## src/common/video_consts.svh

```systemverilog
`ifndef VIDEO_CONSTS_SVH
`define VIDEO_CONSTS_SVH

// Counter widths
`define HCNT_W 9    // 0..256 plus blank region
`define VCNT_W 10   // Half-line resolution, bit 0 is the phase

// Top three bits of Hcnt loaded when the line enters blank
// 3'b011 puts the counter at 192
`define H_BLANK_START 3'b011

// HS window, compared against Hcnt[5:0] while HB is high
`define HS_ON  6'b010110    // 22
`define HS_OFF 6'b100110    // 38, so HS covers 22..37

// System clocks per pixel
// 20.16 MHz / 4 gives the 5.04 MHz pixel rate
`define CEN_DIV 4

`endif

```

## src/common/video_pkg.sv

```systemverilog
package video_pkg;

    // Raw horizontal count
    // Bit 8 marks the end of the active or blank run
    typedef logic [8:0] hcnt_t;

    // Raw vertical count
    // Bit 0 is the half-line phase, bits 8:1 the visible line
    typedef logic [9:0] vcnt_t;

    // Screen position after flip, H or V
    typedef logic [7:0] scr_pos_t;

    // Timing PROM address, {HB, Hcnt[7:1]}
    typedef logic [7:0] prom_addr_t;

    // Timing PROM nibble
    // Bit 0 and bit 2 shape composite sync, bit 1 advances V
    typedef logic [3:0] prom_data_t;

endpackage

```

## src/pixel_cen_gen.sv

```systemverilog
`timescale 1ns/1ns

`include "video_consts.svh"

module pixel_cen_gen (
    input  logic clk,
    input  logic rst_n,
    output logic pxl2_cen,  // Double-pixel rate, object side
    output logic pxl_cen    // Pixel rate
);

    localparam int CNT_W = $clog2(`CEN_DIV);

    // Divider phase
    logic [CNT_W-1:0] cnt;

    // Both enables come out of flops so nothing downstream sees a glitch
    // pxl2_cen high while cnt is odd
    // pxl_cen high on the last phase only, which is also odd
    always_ff @(posedge clk or negedge rst_n) begin
        if (!rst_n) begin
            cnt      <= '0;
            pxl2_cen <= 1'b0;
            pxl_cen  <= 1'b0;
        end else begin
            if (cnt == CNT_W'(`CEN_DIV - 1)) begin
                cnt <= '0;  // Wrap
            end else begin
                cnt <= cnt + CNT_W'(1);
            end
            pxl2_cen <= ~cnt[0];                          // Next phase is odd
            pxl_cen  <= (cnt == CNT_W'(`CEN_DIV - 2));    // Next phase is the last
        end
    end

endmodule

```

## src/timing/timing_prom.sv

```systemverilog
`timescale 1ns/1ns

module timing_prom
    import video_pkg::*;
(
    input  logic       clk,
    // Read side, from the timing block
    input  prom_addr_t rd_addr,
    output prom_data_t q,
    // Programming side, from the loader
    input  prom_addr_t wr_addr,
    input  logic       we,
    input  prom_data_t din
);

    localparam int DEPTH = 2 ** $bits(prom_addr_t);

    prom_data_t mem [DEPTH];

    // Blank chip until the loader runs
    // All zero means no V strobe, so V stays put
    initial begin
        for (int i = 0; i < DEPTH; i++) begin
            mem[i] = '0;
        end
    end

    // Registered read, one clk of latency
    always_ff @(posedge clk) begin
        q <= mem[rd_addr];
    end

    // Write port is independent of the read address
    // A read of the same word in the same cycle returns the old nibble
    always_ff @(posedge clk) begin
        if (we) begin
            mem[wr_addr] <= din;
        end
    end

endmodule

```

## src/timing/video_timing.sv

```systemverilog
`timescale 1ns/1ns

`include "video_consts.svh"

module video_timing
    import video_pkg::*;
(
    input  logic       clk,
    input  logic       rst_n,
    input  logic       pxl2_cen,    // Object pixel runs at twice the rate
    input  logic       pxl_cen,
    input  logic       flip_n,      // Screen flip, active low
    input  prom_data_t prom_data,   // One clk behind prom_addr
    output prom_addr_t prom_addr,
    output scr_pos_t   h,
    output scr_pos_t   v,
    output logic       h2o,
    output logic       hb,
    output logic       hbd_n,       // HB as seen by the object DMA
    output logic       vb,
    output logic       initeo_n,
    output logic       sy_n,        // Composite sync
    output logic       hs,          // Separate syncs for modern monitors
    output logic       vs
);

    logic  flip;
    hcnt_t hcnt;
    hcnt_t hcnt_next;
    vcnt_t vcnt;
    logic  hb_latch;    // HB sampled on every eighth pixel

    // Vertical advance
    logic  vup;
    logic  vup_l;
    logic  vup_edge;

    // Composite sync network, named after the board's gates
    logic  nand_7b_6;
    logic  nand_5b_11;
    logic  nand_7b_8;
    logic  nand_5b_8;
    logic  pre_sy_n;
    logic  vb_sampled;  // FF 6B pin 9
    logic  last_vcnt3;

    assign flip      = ~flip_n;
    assign hcnt_next = hcnt + `HCNT_W'(1);

    // Screen positions
    // Low three H bits never flip, the tile logic needs them as is
    assign h[2:0]   = hcnt[2:0];
    assign h[7:3]   = hcnt[7:3] ^ {5{flip}};
    assign h2o      = hcnt[2] ^ flip;
    assign v        = vcnt[8:1] ^ {8{flip}};    // Drop the half-line bit
    assign initeo_n = ~(flip ^ hb);

    // PROM read address
    assign prom_addr = {hb, hcnt[7:1]};

    // H counter
    // Active run 0..256, then reload to 192 and run to 256 in blank
    always_ff @(posedge clk or negedge rst_n) begin
        if (!rst_n) begin
            hcnt <= '0;
            hb   <= 1'b0;
        end else if (pxl_cen) begin
            if (!hcnt[8]) begin
                hcnt <= hcnt_next;
            end else begin
                // End of a run, swap between active and blank
                hcnt[8:6] <= hb ? 3'b000 : `H_BLANK_START;
                hcnt[5:0] <= '0;
                hb        <= ~hb;
            end
        end
    end

    // DMA blank
    // HB is taken at the last pixel of each group of eight
    always_ff @(posedge clk or negedge rst_n) begin
        if (!rst_n) begin
            hb_latch <= 1'b0;
            hbd_n    <= 1'b1;
        end else if (pxl_cen) begin
            if (&hcnt[2:0]) begin
                hb_latch <= hb;
            end
            hbd_n <= ~(hb_latch & hb);  // Low only once both agree
        end
    end

    // V counter
    // Advances on the rising edge of PROM bit 1, seen at pxl2_cen
    assign vup      = prom_data[1];
    assign vup_edge = vup & ~vup_l;

    always_ff @(posedge clk or negedge rst_n) begin
        if (!rst_n) begin
            vup_l <= 1'b0;
            vcnt  <= '0;
            vb    <= 1'b0;
        end else if (pxl2_cen) begin
            vup_l <= vup;
            if (vup_edge) begin
                if (vcnt[9] && vcnt[0]) begin
                    vcnt <= '0;     // Frame wrap
                end else begin
                    vcnt <= vcnt + `VCNT_W'(1);
                end
                // VB moves at 32 half-line boundaries only
                if (&vcnt[4:0]) begin
                    vb <= &vcnt[8:6];
                end
            end
        end
    end

    // Composite sync gates
    // Same polarity as on the board, inverted inputs where the chips had them
    assign nand_7b_6  = ~(~vcnt[3] & vcnt[4] & vcnt[5] & vb);  // Vertical sync window
    assign nand_5b_11 = ~(~nand_7b_6 & prom_data[0]);
    assign nand_7b_8  = ~(nand_7b_6 & vb_sampled & prom_data[1]);
    assign nand_5b_8  = ~(~vb_sampled & prom_data[2]);
    assign pre_sy_n   = ~(~nand_5b_11 | ~nand_7b_8 | ~nand_5b_8);

    // Sync outputs, all one clk behind their inputs
    always_ff @(posedge clk or negedge rst_n) begin
        if (!rst_n) begin
            sy_n       <= 1'b1;
            last_vcnt3 <= 1'b0;
            vb_sampled <= 1'b0;
            hs         <= 1'b0;
            vs         <= 1'b0;
        end else begin
            sy_n       <= pre_sy_n;
            last_vcnt3 <= vcnt[3];

            // VB sample on the Vcnt[3] rising edge
            if (vcnt[3] && !last_vcnt3) begin
                vb_sampled <= vb & (&vcnt[8:6]);
            end

            // VS spans the Vcnt[5:4] == 3 band of the blank
            if (vb) begin
                if (vcnt[5:4] == 2'b11) begin
                    vs <= ~vcnt[3];
                end
            end else begin
                vs <= 1'b0;
            end

            // HS window inside HB
            if (hb) begin
                if (hcnt[5:0] == `HS_ON) begin
                    hs <= 1'b1;
                end
                if (hcnt[5:0] == `HS_OFF) begin
                    hs <= 1'b0;
                end
            end else begin
                hs <= 1'b0;     // Never outside blank
            end
        end
    end

endmodule

```

## src/video_timing_top.sv

```systemverilog
`timescale 1ns/1ns

module video_timing_top
    import video_pkg::*;
(
    input  logic       clk,
    input  logic       rst_n,
    input  logic       flip_n,
    // PROM programming from the loader
    input  prom_addr_t prog_addr,
    input  logic       prom_we,
    input  prom_data_t prom_din,
    // Video timing
    output logic       pxl_cen,     // For downstream pixel logic
    output scr_pos_t   h,
    output scr_pos_t   v,
    output logic       h2o,
    output logic       hb,
    output logic       hbd_n,
    output logic       vb,
    output logic       initeo_n,
    output logic       sy_n,
    output logic       hs,
    output logic       vs
);

    logic       pxl2_cen;
    prom_addr_t prom_addr;
    prom_data_t prom_data;

    // Clock enables, single clock domain throughout
    pixel_cen_gen u_cen (
        .clk      (clk),
        .rst_n    (rst_n),
        .pxl2_cen (pxl2_cen),
        .pxl_cen  (pxl_cen)
    );

    video_timing u_timing (
        .clk       (clk),
        .rst_n     (rst_n),
        .pxl2_cen  (pxl2_cen),
        .pxl_cen   (pxl_cen),
        .flip_n    (flip_n),
        .prom_data (prom_data),
        .prom_addr (prom_addr),
        .h         (h),
        .v         (v),
        .h2o       (h2o),
        .hb        (hb),
        .hbd_n     (hbd_n),
        .vb        (vb),
        .initeo_n  (initeo_n),
        .sy_n      (sy_n),
        .hs        (hs),
        .vs        (vs)
    );

    // Timing PROM, 7J on the board
    timing_prom u_prom (
        .clk     (clk),
        .rd_addr (prom_addr),
        .q       (prom_data),
        .wr_addr (prog_addr),
        .we      (prom_we),
        .din     (prom_din)
    );

endmodule

```

## config.mk

```make
export PLATFORM = sky130hd
export DESIGN_NAME = video_timing_top
export DESIGN_NICKNAME = d
export VERILOG_FILES = /design/src/common/video_pkg.sv /design/src/pixel_cen_gen.sv /design/src/timing/timing_prom.sv /design/src/timing/video_timing.sv /design/src/video_timing_top.sv
export VERILOG_INCLUDE_DIRS = /design/src /design/src/common
export SDC_FILE = /design/constraint.sdc
export NUM_CORES = 1
export LEC_CHECK = 0
export BUFFER_PORTS_ARGS = -buffer_cell sky130_fd_sc_hd__buf_4
export CELL_PAD_IN_SITES_DETAIL_PLACEMENT = 1
export CELL_PAD_IN_SITES_GLOBAL_PLACEMENT = 2
export CORE_UTILIZATION = 44
export DETAILED_ROUTE_END_ITERATION = 8
export GPL_ROUTABILITY_DRIVEN = 0
export GPL_TIMING_DRIVEN = 0
export PLACE_DENSITY = 0.77
export SETUP_SLACK_MARGIN = 0.02
export SLEW_MARGIN = 40
export SYNTH_ARGS = -nofsm -noshare
export SYNTH_HDL_FRONTEND = slang
export SYNTH_SLANG_ARGS = --single-unit
```

## constraint.sdc

```tcl
create_clock -name clk -period 3.56 [get_ports clk]
set_input_delay 0.712 -clock clk [delete_from_list [all_inputs] [get_ports clk]]
set_output_delay 0.712 -clock clk [all_outputs]
set_load 0.02 [all_outputs]
```

==> impl_summary.md <==
CTS
In this run the deepest clock path goes through 3 buffers. The clock tree from TritonCTS is yes. The tree is rooted in a sky130_fd_sc_hd__clkbuf_16. The clock net in this run drives a total of 804 sinks. The number of clock buffers added by TritonCTS is ~80. The clock latency reported for the late side of the worst-skew pair is 660 ps. The depth of the CTS H-tree is 3. The clock-pin slew on the worst setup and hold paths is 60 ps.

Die
The x dimension of the die is 275.4 µm. The number of core rows is 99. The initial standard-cell utilization of the core is 44.76%. The die is 275.4 µm tall. 41 I/O pins were placed. The die footprint is 75820 µm². The core region area is 73450 µm².

Setup path
The critical path depth in cells is 10. Counting cells, the worst reg-to-reg path comes to 10. The critical path required time is 4090 ps. In this design, the stage delay of the slowest critical-path cell is 540 ps. Data arrives at the worst endpoint at approximately 4100 ps.

The critical path goes through buf_4 -> buf_4 -> and2_1 -> buf_2 -> a22oi_1 -> o211ai_1 -> o2111ai_1 -> a311oi_1 -> nor2_1 -> o32a_1. Together, buffers and inverters on the worst path number 3. The worst setup path is launched from a flip-flop.

The kind of cell with the highest combined delay along the critical path is compound AO/OA/AOI/OAI gates. The worst setup path is of the flip-flop to flip-flop kind. The worst setup path is captured at a flip-flop. The peak fanout along the critical path is 10. The largest individual stage delay along the critical path comes from the cell sky130_fd_sc_hd__dfrtp_1. By instance count, the cell type seen most on the critical path is sky130_fd_sc_hd__buf_4.

Power
The leakage power is 11.53 nW. In this run the power density over the cells is 521.9 nW/µm². After layout, the design draws a total of approximately 0.019 W. Across the VDD grid, the largest voltage drop is roughly 420 µV.

STA
The final cycle utilization of the critical path is 100.7%. Clock skew on the completed layout was measured at between 20 and 30 ps. The total setup violations reported at the end of the flow is 1.

The routed design could run at a clock period as short as 3585 ps. Setup repair after global routing left no endpoint under its margin. The number of hold violations in the final report came to 0. Based on the critical path, the design can be clocked at up to around 280 MHz. The tightest slew margin relative to the limit is 30.64%. The slack of the critical path is -24.52 ps. The number of pins with negative max-slew slack in the final report came to 0. The slew of the pin with the lowest slew margin is 1039 ps.

Yosys
The mapped netlist covers approximately 33000 µm². The library cell occupying the most area in the post-synthesis netlist is sky130_fd_sc_hd__edfxtp_1. Among all flip-flop cells after synthesis, the most frequent one is sky130_fd_sc_hd__edfxtp_1. Yosys printed 0 warnings. The proportion of synthesized flip-flops having asynchronous set or reset is 4.104%. The number of enable flip-flop cells after synthesis is 768. The post-synth net total is 1919.

Of the post-synthesis cell area, the dominant cell type holds 70.15%. Yosys mapped the design onto 67 distinct sky130hd cell types. In this run the mean area of a mapped cell was 17.32 µm². Ranked by total cell area, the synthesized netlist is headed by sky130_fd_sc_hd__edfxtp_1 (70%), sky130_fd_sc_hd__mux4_2 (11%), sky130_fd_sc_hd__nor2_1 (3.3%). In this run, synthesis produced a sequential element count of 804. Sequential cells were found to cover around 73% of the synthesized design area. The synthesized netlist cell count is 1898.

Final layout
The layout has a little under 7000 filler cells. The filler-free cell count of the finished design is between 3000 and 4000. The number of antenna diodes in the final layout is 0. Of the cells placed in the final design, the portion with a size suffix greater than 1 is 20.17%.

In the final design database the tool counted 2044 nets. From synthesis to final layout, the design area changed by 13.56%.

Drt
The final route contains 19360 vias. After detailed routing, the number of vias per cell comes to 6.356. The average wire per standard cell is 36.07 µm. The number of iterations in the first detailed-routing pass is 5. Wires add up to around 110000 µm. For this block, the initial DRC count from the detailed router was 2531.

In the routed design, unresolved DRC markers number 0. The count of nets left with antenna violations after detail routing is 0.

Place
Once detailed placement completed, the half-perimeter wirelength came to between 70000 and 80000 µm. During placement, the flow inserted port buffers numbering 33. The instance count after placement with tap cells included is 2897.

Global route
The first global-routing pass estimated 152900 µm of wire. The maximum number of pins on one net before global-route repair is 100. The number of global-route vias before repair was 19740. The number of antenna violations at the first check in global routing is 2. After global routing the overflow that remains totals 0. The total routing resource utilization after global routing is 29.54%.

Status
The run finished, with violations left. The checks that failed: negative setup slack.

Worst hold path
The class of the most critical hold timing path is flip-flop to flip-flop. The number of instances on the worst hold path is 1.

Job
The max-cap check violation count is 0.
-- final timing paths --
path	startpoint	to	slack (ps)
worst max-delay path	u_timing.hcnt[2]$_DFFE_PN0P_	u_prom.q[2]$_DFF_P_	-20
worst min-delay path	u_timing.hb_latch$_DFFE_PN0P_	u_timing.hbd_n$_DFFE_PN1P_	430
worst max register to register	u_timing.hcnt[2]$_DFFE_PN0P_	u_prom.q[2]$_DFF_P_	-20
worst min register to register	u_timing.hb_latch$_DFFE_PN0P_	u_timing.hbd_n$_DFFE_PN1P_	430
max in group asynchronous	rst_n	u_timing.hbd_n$_DFFE_PN1P_	2670
min in group asynchronous	rst_n	u_timing.vcnt[6]$_DFFE_PN0N_	540
-- cell type report --
type	count	area [µm²]	area share (%)
plain buffers	132	845.8	2.266
inverters	11	42.54	0.1139
well taps	959	1200	3.214
flip-flops and latches	804	23950	64.16
clock buffers	103	2237	5.992
repair buffers	41	465.4	1.247
clock inverters	45	416.7	1.116
multi-input cells	951	8174	21.89
-- layer usage --
metal	global-route usage, %	part of all wire, %	wire [µm]
met5	0	0.013	14
met2	47.11	47	51970
met4	11.22	3.6	3982
met1	40.04	39	43290
met3	6.229	9.7	10630
-- sequential cells by signal, summed over array words and instances, names as in the netlist, 2 cells and up --
signal,cells
u_timing.vcnt,10
u_timing.hcnt,9
u_prom.mem,768
u_prom.q,3
u_cen.cnt,2
-- logic make-up after synthesis --
logic type | share of synthesized area (%)
AO/OA/AOI/OAI | 3.353
XOR/XNOR | 0.5328
adder cells (fa/ha/maj) | 0.1903
buffers and inverters | 2.398
flip-flops | 72.85
multiplexers | 14.21
AND/OR/NAND/NOR | 6.462
-- stage by stage --
stage	hold WS (ps)	utilization [%]	instance area [µm²]	setup slack (ps)	setup TNS, ps
2_1_floorplan	379.1	-	32880	1001	0
3_3_place_gp	407.8	46.73	34320	-890.8	-2248
3_5_place_dp	418.7	47.08	34580	-847.9	-2151
4_1_cts	427.6	50.82	37330	48.17	0
5_1_grt	452.2	50.83	37330	20.63	0
6_report	429.5	50.83	37330	-24.52	-24.52
-- layout by cell type, fill, tap and decap left out, types with 5 or more instances in the layout --
master                       netlist  layout
sky130_fd_sc_hd__a211oi_1          6       6
sky130_fd_sc_hd__a21oi_1          31      31
sky130_fd_sc_hd__a221oi_1          6       6
sky130_fd_sc_hd__a22o_1            6       6
sky130_fd_sc_hd__a22oi_1          22      22
sky130_fd_sc_hd__a31oi_1          16      15
sky130_fd_sc_hd__and2_1            4       5
sky130_fd_sc_hd__and3_1            9       9
sky130_fd_sc_hd__buf_16            0       6
sky130_fd_sc_hd__buf_2            23      19
sky130_fd_sc_hd__buf_4            13      46
sky130_fd_sc_hd__buf_6            12      17
sky130_fd_sc_hd__buf_8             6      10
sky130_fd_sc_hd__bufinv_16         0       8
sky130_fd_sc_hd__clkbuf_1         70      53
sky130_fd_sc_hd__clkbuf_16         0      87
sky130_fd_sc_hd__clkbuf_2          0      32
sky130_fd_sc_hd__clkinv_1          1      22
sky130_fd_sc_hd__clkinv_2          0       9
sky130_fd_sc_hd__clkinvlp_4        0       6
sky130_fd_sc_hd__dfrtp_1          31      30
sky130_fd_sc_hd__edfxtp_1        768     768
sky130_fd_sc_hd__ha_1              5       5
sky130_fd_sc_hd__inv_1             9       9
sky130_fd_sc_hd__mux2i_1          99      99
sky130_fd_sc_hd__mux4_2          158     158
sky130_fd_sc_hd__nand2_1          90      90
sky130_fd_sc_hd__nand2b_1          6       6
sky130_fd_sc_hd__nand3_1          48      48
sky130_fd_sc_hd__nand4_1          17      17
sky130_fd_sc_hd__nor2_1          289     287
sky130_fd_sc_hd__nor2b_1          14      14
sky130_fd_sc_hd__nor3_1           10       8
sky130_fd_sc_hd__o21ai_0          22      22
sky130_fd_sc_hd__o21ai_1           5       5
sky130_fd_sc_hd__o22ai_1          11      11
sky130_fd_sc_hd__o31ai_1           9       9
sky130_fd_sc_hd__xnor2_1          16      16
-- worst register-to-register path, delay by kind of cell (launching register included) --
family | cells | cell delay (ps)
DFF | 1 | 540
buffers and inverters | 3 | 1070
and+or+nand+nor | 2 | 700
AOI/OAI and AO/OA | 5 | 1150
-- Yosys cell counts, drive strengths merged, types with 14 or more instances --
library cell	number
a21oi	31
a22oi	22
a31oi	16
buf	62
clkbuf	70
dfrtp	31
edfxtp	768
mux2i	99
mux4	161
nand2	90
nand3	48
nand4	17
nor2	289
nor2b	14
o21ai	27
xnor2	16
-- timing repair --
item / in CTS / in global routing
endpoints found under the hold margin: 21 / 0
hold buffers: 1 / 0
pin swaps: 0 / 0
endpoints found under the setup margin: 5 / 1
setup buffers: 0 / 0
gates resized for setup: 24 / 2
-- power by group --
part / switching [W] / internal, W
Sequential: 0.0000106 / 0.0104
Clock: 0.00371 / 0.00502
Combinational: 0.000295 / 0.0000735
Note: power is estimated with default switching activity, not from simulation.
